[config.mk]
export PLATFORM = sky130hd
export DESIGN_NAME = muldiv_unit
export DESIGN_NICKNAME = d
export VERILOG_FILES = /design/src/source/muldiv_pkg.sv /design/src/source/mul_pipe.sv /design/src/source/div_iter.sv /design/src/source/result_arbiter.sv /design/src/source/muldiv_unit.sv
export SDC_FILE = /design/constraint.sdc
export NUM_CORES = 2
export LEC_CHECK = 0
export ABC_AREA = 1
export BUFFER_PORTS_ARGS = -buffer_cell sky130_fd_sc_hd__clkbuf_2
export CELL_PAD_IN_SITES_DETAIL_PLACEMENT = 1
export CELL_PAD_IN_SITES_GLOBAL_PLACEMENT = 1
export CORE_MARGIN = 1.5
export CORE_UTILIZATION = 35
export DETAILED_ROUTE_END_ITERATION = 8
export PLACE_DENSITY = 0.59
export SLEW_MARGIN = 20
export SYNTH_ARGS = -nofsm -noshare
export SYNTH_HDL_FRONTEND = slang
export SYNTH_HIERARCHICAL = 1
export SYNTH_SLANG_ARGS = --single-unit
[constraint.sdc]
create_clock -name clk -period 9 [get_ports clk]
set_input_delay 0.9 -clock clk [delete_from_list [all_inputs] [get_ports clk]]
set_output_delay 0.9 -clock clk [all_outputs]
set_load 0.01 [all_outputs]
[src/source/muldiv_pkg.sv]
package muldiv_pkg;

    // *******************************************************************
    // Data widths
    // *******************************************************************

    typedef logic [31:0] word_t;    // Operand or result word
    typedef logic [63:0] dword_t;   // Full product
    typedef logic [2:0]  funct3_t;  // Operation code
    typedef logic [3:0]  tag_t;     // Caller's operation tag

    // *******************************************************************
    // M extension funct3 codes
    // *******************************************************************

    // Bit 2 set selects the divider
    localparam funct3_t FN_MUL    = 3'd0;
    localparam funct3_t FN_MULH   = 3'd1;
    localparam funct3_t FN_MULHSU = 3'd2;
    localparam funct3_t FN_MULHU  = 3'd3;
    localparam funct3_t FN_DIV    = 3'd4;
    localparam funct3_t FN_DIVU   = 3'd5;
    localparam funct3_t FN_REM    = 3'd6;
    localparam funct3_t FN_REMU   = 3'd7;

    // *******************************************************************
    // Timing
    // *******************************************************************

    // Issue edge to result_valid_o for a multiply
    localparam int MUL_LATENCY = 3;

    // One quotient bit per step
    localparam int DIV_STEPS = 32;

    // Divider control
    typedef enum logic [1:0] {
        DS_IDLE = 2'd0,
        DS_CALC = 2'd1,
        DS_SIGN = 2'd2,
        DS_DONE = 2'd3
    } div_state_e;

endpackage

[src/source/mul_pipe.sv]
`timescale 1ns/1ns

module mul_pipe (
    input  logic                clk,
    input  logic                reset,
    input  logic                issue_i,
    input  muldiv_pkg::funct3_t op_i,
    input  muldiv_pkg::word_t   operand_a_i,
    input  muldiv_pkg::word_t   operand_b_i,
    input  muldiv_pkg::tag_t    tag_i,
    output logic                mul_valid_o,
    output muldiv_pkg::word_t   mul_result_o,
    output muldiv_pkg::tag_t    mul_tag_o
);

    logic                s1_valid;
    muldiv_pkg::funct3_t s1_op;
    muldiv_pkg::tag_t    s1_tag;
    logic signed [63:0]  s1_a;
    logic signed [63:0]  s1_b;

    logic                a_signed;
    logic                b_signed;
    muldiv_pkg::dword_t  product;

    // rs1 is signed for MULH and MULHSU, rs2 only for MULH
    assign a_signed = (op_i == muldiv_pkg::FN_MULH) || (op_i == muldiv_pkg::FN_MULHSU);
    assign b_signed = (op_i == muldiv_pkg::FN_MULH);

    // Stage 1, extended operands
    always_ff @(posedge clk) begin
        if (reset) begin
            s1_valid <= 1'b0;
        end else begin
            s1_valid <= issue_i && !op_i[2];
        end
    end

    always_ff @(posedge clk) begin
        s1_op  <= op_i;
        s1_tag <= tag_i;
        s1_a   <= {{32{a_signed && operand_a_i[31]}}, operand_a_i};
        s1_b   <= {{32{b_signed && operand_b_i[31]}}, operand_b_i};
    end

    // Low 64 bits are exact for every sign mix
    assign product = s1_a * s1_b;

    // Stage 2, word select
    always_ff @(posedge clk) begin
        if (reset) begin
            mul_valid_o <= 1'b0;
        end else begin
            mul_valid_o <= s1_valid;
        end
    end

    always_ff @(posedge clk) begin
        mul_tag_o    <= s1_tag;
        mul_result_o <= (s1_op == muldiv_pkg::FN_MUL) ? product[31:0] : product[63:32];
    end

endmodule

[src/source/div_iter.sv]
`timescale 1ns/1ns

module div_iter (
    input  logic                clk,
    input  logic                reset,
    input  logic                issue_i,
    input  muldiv_pkg::funct3_t op_i,
    input  muldiv_pkg::word_t   operand_a_i,
    input  muldiv_pkg::word_t   operand_b_i,
    input  muldiv_pkg::tag_t    tag_i,
    input  logic                grant_i,
    output logic                busy_o,
    output logic                div_valid_o,
    output muldiv_pkg::word_t   div_result_o,
    output muldiv_pkg::tag_t    div_tag_o
);

    muldiv_pkg::div_state_e state;
    logic [$clog2(muldiv_pkg::DIV_STEPS)-1:0] step_cnt;

    muldiv_pkg::funct3_t op_q;
    muldiv_pkg::tag_t    tag_q;
    muldiv_pkg::word_t   divisor_q;
    muldiv_pkg::word_t   quo_q;
    muldiv_pkg::word_t   rem_q;
    logic                neg_a_q;
    logic                signs_differ_q;
    muldiv_pkg::word_t   result_q;

    logic                start;
    logic                is_signed;
    logic                neg_a;
    logic                neg_b;
    muldiv_pkg::word_t   mag_a;
    muldiv_pkg::word_t   mag_b;
    logic                div_by_zero;
    logic                overflow;

    logic [32:0]         rem_shift;
    logic [32:0]         diff;
    muldiv_pkg::word_t   quo_fix;
    muldiv_pkg::word_t   rem_fix;

    // *******************************************************************
    // Issue decode
    // *******************************************************************

    assign start     = issue_i && op_i[2] && (state == muldiv_pkg::DS_IDLE);
    assign is_signed = !op_i[0];    // DIV and REM

    assign neg_a = is_signed && operand_a_i[31];
    assign neg_b = is_signed && operand_b_i[31];
    assign mag_a = neg_a ? -operand_a_i : operand_a_i;
    assign mag_b = neg_b ? -operand_b_i : operand_b_i;

    assign div_by_zero = (operand_b_i == '0);
    assign overflow    = is_signed && (operand_a_i == 32'h8000_0000) && (operand_b_i == '1);

    // *******************************************************************
    // Restoring step
    // *******************************************************************

    assign rem_shift = {rem_q, quo_q[31]};
    assign diff      = rem_shift - {1'b0, divisor_q};   // Bit 32 set means no fit

    assign quo_fix = signs_differ_q ? -quo_q : quo_q;
    assign rem_fix = neg_a_q ? -rem_q : rem_q;          // Remainder follows the dividend

    always_ff @(posedge clk) begin
        if (reset) begin
            state    <= muldiv_pkg::DS_IDLE;
            step_cnt <= '0;
        end else begin
            case (state)
                muldiv_pkg::DS_IDLE: begin
                    step_cnt <= '0;
                    if (start) begin
                        if (div_by_zero || overflow) begin
                            state <= muldiv_pkg::DS_DONE;
                        end else begin
                            state <= muldiv_pkg::DS_CALC;
                        end
                    end
                end
                muldiv_pkg::DS_CALC: begin
                    step_cnt <= step_cnt + 1'b1;
                    if (step_cnt == ($bits(step_cnt))'(muldiv_pkg::DIV_STEPS - 1)) begin
                        state <= muldiv_pkg::DS_SIGN;
                    end
                end
                muldiv_pkg::DS_SIGN: state <= muldiv_pkg::DS_DONE;
                muldiv_pkg::DS_DONE: begin
                    if (grant_i) begin
                        state <= muldiv_pkg::DS_IDLE;
                    end
                end
                default: state <= muldiv_pkg::DS_IDLE;
            endcase
        end
    end

    // Datapath
    always_ff @(posedge clk) begin
        if (start) begin
            op_q           <= op_i;
            tag_q          <= tag_i;
            neg_a_q        <= neg_a;
            signs_differ_q <= neg_a ^ neg_b;
            divisor_q      <= mag_b;
            quo_q          <= mag_a;    // Dividend bits shift out as quotient bits shift in
            rem_q          <= '0;
            if (div_by_zero) begin
                result_q <= op_i[1] ? operand_a_i : '1;
            end else if (overflow) begin
                result_q <= op_i[1] ? '0 : operand_a_i;
            end
        end else if (state == muldiv_pkg::DS_CALC) begin
            quo_q <= {quo_q[30:0], ~diff[32]};
            rem_q <= diff[32] ? rem_shift[31:0] : diff[31:0];
        end else if (state == muldiv_pkg::DS_SIGN) begin
            result_q <= op_q[1] ? rem_fix : quo_fix;    // REM and REMU
        end
    end

    assign busy_o       = (state != muldiv_pkg::DS_IDLE);
    assign div_valid_o  = (state == muldiv_pkg::DS_DONE);
    assign div_result_o = result_q;
    assign div_tag_o    = tag_q;

endmodule

[src/source/result_arbiter.sv]
`timescale 1ns/1ns

module result_arbiter (
    input  logic              clk,
    input  logic              reset,
    input  logic              mul_valid_i,
    input  muldiv_pkg::word_t mul_result_i,
    input  muldiv_pkg::tag_t  mul_tag_i,
    input  logic              div_valid_i,
    input  muldiv_pkg::word_t div_result_i,
    input  muldiv_pkg::tag_t  div_tag_i,
    output logic              div_grant_o,
    output logic              result_valid_o,
    output muldiv_pkg::word_t result_o,
    output muldiv_pkg::tag_t  result_tag_o
);

    // *******************************************************************
    // Fixed priority, the multiplier cannot stall
    // *******************************************************************

    assign div_grant_o = div_valid_i && !mul_valid_i;

    always_ff @(posedge clk) begin
        if (reset) begin
            result_valid_o <= 1'b0;
        end else begin
            result_valid_o <= mul_valid_i || div_valid_i;   // One pulse per winner
        end
    end

    // Result and tag registers
    always_ff @(posedge clk) begin
        if (mul_valid_i) begin
            result_o     <= mul_result_i;
            result_tag_o <= mul_tag_i;
        end else begin
            result_o     <= div_result_i;
            result_tag_o <= div_tag_i;
        end
    end

endmodule

[src/source/muldiv_unit.sv]
`timescale 1ns/1ns

module muldiv_unit (
    input  logic                clk,
    input  logic                reset,
    input  logic                issue_i,
    input  muldiv_pkg::funct3_t op_i,
    input  muldiv_pkg::word_t   operand_a_i,
    input  muldiv_pkg::word_t   operand_b_i,
    input  muldiv_pkg::tag_t    tag_i,
    output logic                div_busy_o,
    output logic                result_valid_o,
    output muldiv_pkg::word_t   result_o,
    output muldiv_pkg::tag_t    result_tag_o
);

    logic              mul_valid;
    muldiv_pkg::word_t mul_result;
    muldiv_pkg::tag_t  mul_tag;

    logic              div_valid;
    muldiv_pkg::word_t div_result;
    muldiv_pkg::tag_t  div_tag;
    logic              div_grant;

    // Both engines see every issue and decode op_i bit 2 themselves
    mul_pipe u_mul_pipe (
        .clk          (clk),
        .reset        (reset),
        .issue_i      (issue_i),
        .op_i         (op_i),
        .operand_a_i  (operand_a_i),
        .operand_b_i  (operand_b_i),
        .tag_i        (tag_i),
        .mul_valid_o  (mul_valid),
        .mul_result_o (mul_result),
        .mul_tag_o    (mul_tag)
    );

    div_iter u_div_iter (
        .clk          (clk),
        .reset        (reset),
        .issue_i      (issue_i),
        .op_i         (op_i),
        .operand_a_i  (operand_a_i),
        .operand_b_i  (operand_b_i),
        .tag_i        (tag_i),
        .grant_i      (div_grant),
        .busy_o       (div_busy_o),
        .div_valid_o  (div_valid),
        .div_result_o (div_result),
        .div_tag_o    (div_tag)
    );

    result_arbiter u_result_arbiter (
        .clk            (clk),
        .reset          (reset),
        .mul_valid_i    (mul_valid),
        .mul_result_i   (mul_result),
        .mul_tag_i      (mul_tag),
        .div_valid_i    (div_valid),
        .div_result_i   (div_result),
        .div_tag_i      (div_tag),
        .div_grant_o    (div_grant),
        .result_valid_o (result_valid_o),
        .result_o       (result_o),
        .result_tag_o   (result_tag_o)
    );

endmodule

; ---- After elaboration in Yosys (flattened, before gate mapping)
; Index checks and enable logic that the tools add are counted.
[classes]
n_addsub = 6
n_mul = 1
n_eq_ne = 13
mux = 24
bitwise = 2
n_reduce_logical = 25
[op_table]
columns = operator, count
row1 = $mux 32, 17
row2 = $neg 32->32, 4
row3 = $eq 32x32->1 const B, 2
row4 = $mul 33x33->64, 1
row5 = $sub 33x32->33, 1
row6 = $logic_not 32->1, 1
row7 = $logic_and 1x1->1, 10
row8 = $pmux 5 s2, 1
row9 = $mux 2, 4
row10 = $pmux 2 s4, 1
row11 = $reduce_bool 2->1, 4
row12 = $ne 2x1->1 const B, 3
row13 = $reduce_and 3->1, 2
row14 = $add 5x1->5 const B, 1
row15 = $eq 5x5->1 const B, 1
row16 = $eq 2x2->1 const B, 2
row17 = $mux 4, 1
row18 = $eq 3x1->1 const B, 1
row19 = $eq 3x2->1 const B, 1
row20 = $logic_not 1->1, 3
row21 = $logic_not 3->1, 1
row22 = $logic_or 1x1->1, 3
row23 = $ne 3x3->1 const B, 1
row24 = $eq 2x1->1 const B, 1
row25 = 4 further kinds, 4
[word_totals]
register_bits = 291
input_bits = 74
out_inout_bits = 38
wordCells = 92

; ---- Longest topological paths before layout
[depth]
word_depth = 7
ltp_mapped = 35
ltp_nobuf = 33

; ---- By module
; Netlist, hierarchy kept.
[by_module_without_submodules]
columns = module, n_inst, cells_per_inst, area_per_inst_um2, seq_area_each_um2
row1 = mul_pipe, 1, 5403, 43138.9, 2222.1
row2 = div_iter, 1, 2044, 12719.7, 3873.7
row3 = result_arbiter, 1, 157, 1214.9, 740.7

; ---- Least setup slack after synthesis
; Ideal clock, no wire load.
[synth_timing]
path_kind = register to register
start = register u_mul_pipe.s1_b[10]
end = register u_mul_pipe.mul_result_o[30]
setup_ns = 0.116
arrival_time_ns = 6.972
t_required_ns = 8.884
setup_slack_ns = 1.912
path_stages_with_launch = 31
n_path_buf = 2
synth_period_minus_slack_ns = 7.088
path_cell_list = dfxtp_1 > clkbuf_1 > clkbuf_1 > nand2_1 > inv_1 > fa_1 > inv_1 > fa_1 > inv_1 > fa_1 > inv_1 > fa_1 > fa_1 > inv_1 > fa_1 > inv_1 > fa_1 > fa_1 > inv_1 > ha_1 > nand2_1 > nor2_1 > inv_1 > nor2_1 > inv_1 > nor4_1 > nand2_1 > nand2_1 > nand2_1 > nand3_1 > nand2_1
[synth_between]
elab_chain_len = 2
[synth_rtl]
columns = item, line
row1 = start: declaration, mul_pipe.sv:20  ; logic signed [63:0] s1_b;
row2 = start signal: assignment, mul_pipe.sv:43  ; s1_b <= {{32{b_signed && operand_b_i[31]}}, operand_b_i};
row3 = $mul 33x33->64, mul_pipe.sv:47  ; assign product = s1_a * s1_b;
row4 = $mux 32, mul_pipe.sv:60  ; mul_result_o <= (s1_op == muldiv_pkg::FN_MUL) ? product[31:0] : product[63:32];
row5 = end signal: assignment, mul_pipe.sv:60
row6 = end: declaration, mul_pipe.sv:12  ; output muldiv_pkg::word_t mul_result_o,
; No other way between the ends.
; A chain may end at the register's enable or synchronous reset.

; ---- Worst setup path after layout
[layout_timing]
start = register u_mul_pipe.s1_b[11]
end = register u_mul_pipe.mul_result_o[3]
; The elaborated chain is that of the path after synthesis.

==> reports/metrics.csv <==
stage,metric,value,unit
status,status,"complete, no violations",
global_routing,grt_max_degree,73,
synthesis,ys_seq_elements,290,
final_layout,drive_gt1_frac,0.05761,
worst_setup_path,crit_fanout,18,
final_layout,register_area,6840,um2
worst_setup_path,cp_common_cell,fa_1,
synthesis,synth_edf_count,103,
global_routing,grt_use_total,0.2681,
die,ioPinCount,112,
sta,rsz0062_at_grt,false,
synthesis,yosysMostFrequentCell,nand2_1,
synthesis,synthDominantCellAreaShare,0.3950,
clock_tree,cts_resized,0,
routing,drc,0,
sta,max_freq,112.9,MHz
sta,period_share,0.9840,
clock_tree,insertion_delay,0.65,ns
clock_tree,cts_sinks,290,
placement,place_congestion,0.9408,
synthesis,synth_common_cells,"nand2_1, inv_1, fa_1",
global_routing,antenna_found_initial,5,
global_routing,grt_pass1_wl,329600,um
worst_setup_path,cp-end-kind,register,
synthesis,postSynthCellCount,7604,
die,fp.dieH,406.8,um
routing,wirelength,215900,um
synthesis,yosysWarnings,6,
synthesis,syn_nets,9059,
worst_setup_path,slowest_stage,dfxtp_1,
worst_setup_path,slowest_delay,1.04,ns
routing,vias,47840,
clock_tree,max-clock-path-buffers,3,
sta,fin_crit,8.856,ns
die,fp.dieW,406.8,um
worst_setup_path,worst-path-buf-inv,5,
placement,post-place-cells,9685,
die,core-area,162400,um2
sta,hold_viol,0,
worst_setup_path,crit_type,register to register,
final_layout,nFillCells,20080,
routing,via_per_inst,4.900,
final_layout,nets,9008,
placement,dp_hpwl,182200,um
synthesis,syn_area_per_cell,7.506,um2
final_layout,instances_no_fill,9764,
run,maxCapViolCount,0,
sta,layout_setup_ws,0.1443,ns
worst_setup_path,worstPathArrival,9.38,ns
die,core.rowCount,148,
synthesis,synth_top_flop_cell,dfxtp_1,
synthesis,synth_top_area_cell,fa_1,
synthesis,synthTopCellsByArea,"fa_1, nand2_1, inv_1, dfxtp_1, ha_1",
sta,maxSlewViolCount,0,
worst_setup_path,cp-start-kind,register,
synthesis,ys_seq_area_frac,0.1198,
sta,finalSetupViolCount,0,
clock_tree,cts_tree,built,
routing,drt-pass1-iter-count,5,
final_layout,area_growth,7.879,%
synthesis,synth.distinct_cells,55,
worst_setup_path,crit_family,adder cells,
die,die-area,165500,um2
final_layout,final_area,61570,um2
worst_setup_path,cp_cell_sequence,"buf_4, nand2_1, fa_1, fa_1, fa_1, inv_1, fa_1, fa_1, fa_1, fa_1, inv_1, fa_1, inv_1, ha_1, nand2_1, nor2_1, nand2_1, o21ai_0, inv_1, nand2_1, or2_1, nand3_1, nand2_1",
placement,pre_cts_ws,0.4868,ns
synthesis,syn_area,57070,um2
global_routing,grt_pass1_vias,51540,
die,start_util,0.3514,
routing,drt_iter0_markers,3189,
worst_setup_path,required,9.52,ns
clock_tree,path_clk_slew,0.07,ns
clock_tree,htreeDepth,2,
sta,worst_slew_pin_slew,1.117,ns
hold_path,hold_path_class,register to register,
routing,wire_per_inst,22.11,um
placement,port_buffers,111,
placement,place_area,60130,um2
final_layout,multi_input_area,41120,um2
sta,worst_clock_skew,0.03898,ns
sta,timing.slew.headroom,0.2554,
clock_tree,hold_buffers,0,
clock_tree,post_cts.repair.setup_buffers,0,
sta,setup_tns,0,ns
global_routing,grt_remaining_overflow,0,
routing,drt.antenna.violating_nets,0,
synthesis,synth_async_sr_flop_share,0,
clock_tree,root_buffer,clkbuf_16,
clock_tree,cts_buffers,41,
-- sequential cells by signal (all words and copies together) (netlist names), 2 cells and up --
signal                         flops
u_div_iter/div_result_o           32
u_div_iter/div_tag_o               4
u_div_iter/divisor_q              32
u_div_iter/quo_q                  32
u_div_iter/rem_q                  32
u_div_iter/state                   2
u_div_iter/step_cnt                5
u_mul_pipe/mul_result_o           32
u_mul_pipe/mul_tag_o               4
u_mul_pipe/s1_a                   33
u_mul_pipe/s1_b                   33
u_mul_pipe/s1_op                   3
u_mul_pipe/s1_tag                  4
u_result_arbiter/result_o         32
u_result_arbiter/result_tag_o      4
-- final cells by class --
type	count	share of cell area
diodes	3	0.0001219
clock buffers	53	0.01788
clock inverters	23	0.005426
inverters	2085	0.1271
multi-input cells	4900	0.6678
flip-flops and latches	290	0.1111
well taps	2175	0.04420
repair buffers	235	0.02638
-- routing by layer --
layer	vias up	wire, um	track usage
met5	-	13	0
met3	153	10430	0.02545
met1	24870	100000	0.3885
li1	21760	-	-
met4	2	4314	0.04962
met2	1061	101100	0.4365
-- cells in the final DEF (no fill, tap or decap), drive strengths merged, types with 164 or more instances in the layout --
cell type,count
nand3,264
a21oi,175
o21ai,225
dfxtp,187
clkbuf,164
nor2,349
nand2,2195
inv,2086
ha,255
fa,1126
-- worst register-to-register path, cell delays in order (launching register included) --
cell	delay, ns
dfxtp_1	1.04
buf_4	0.44
nand2_1	0.12
fa_1	0.48
fa_1	0.52
fa_1	0.55
inv_1	0.05
fa_1	0.49
fa_1	0.57
fa_1	0.44
fa_1	0.54
inv_1	0.07
fa_1	0.62
inv_1	0.08
ha_1	0.57
nand2_1	0.29
nor2_1	0.40
nand2_1	0.20
o21ai_0	0.26
inv_1	0.07
nand2_1	0.30
or2_1	0.16
nand3_1	0.15
nand2_1	0.31
-- path summary, 6_finish.rpt --
path         slack, ns                  from                          to  cells after the start
max               0.14   u_mul_pipe/s1_b[11]  u_mul_pipe/mul_result_o[3]                     23
min               0.32  u_mul_pipe/s1_tag[1]     u_mul_pipe/mul_tag_o[1]                      0
max reg2reg       0.14   u_mul_pipe/s1_b[11]  u_mul_pipe/mul_result_o[3]                     23
min reg2reg       0.32  u_mul_pipe/s1_tag[1]     u_mul_pipe/mul_tag_o[1]                      0
-- cell families after synthesis --
logic type      synth area share
xor+xnor                 0.01197
fa+ha+maj                 0.4519
compound gates           0.04503
flops                     0.1198
buf+inv                   0.1600
simple gates              0.2113
-- stage by stage --
step,utilization,hold WS (ns)
2_1_floorplan,-,0.3096
3_3_place_gp,0.3702,0.3113
3_5_place_dp,0.3702,0.3136
4_1_cts,0.3791,0.3270
5_1_grt,0.3791,0.3319
6_report,0.3791,0.3247
Power is not shown: default switching activity piles up to over one toggle a cycle in this logic, so the estimate is an artifact.
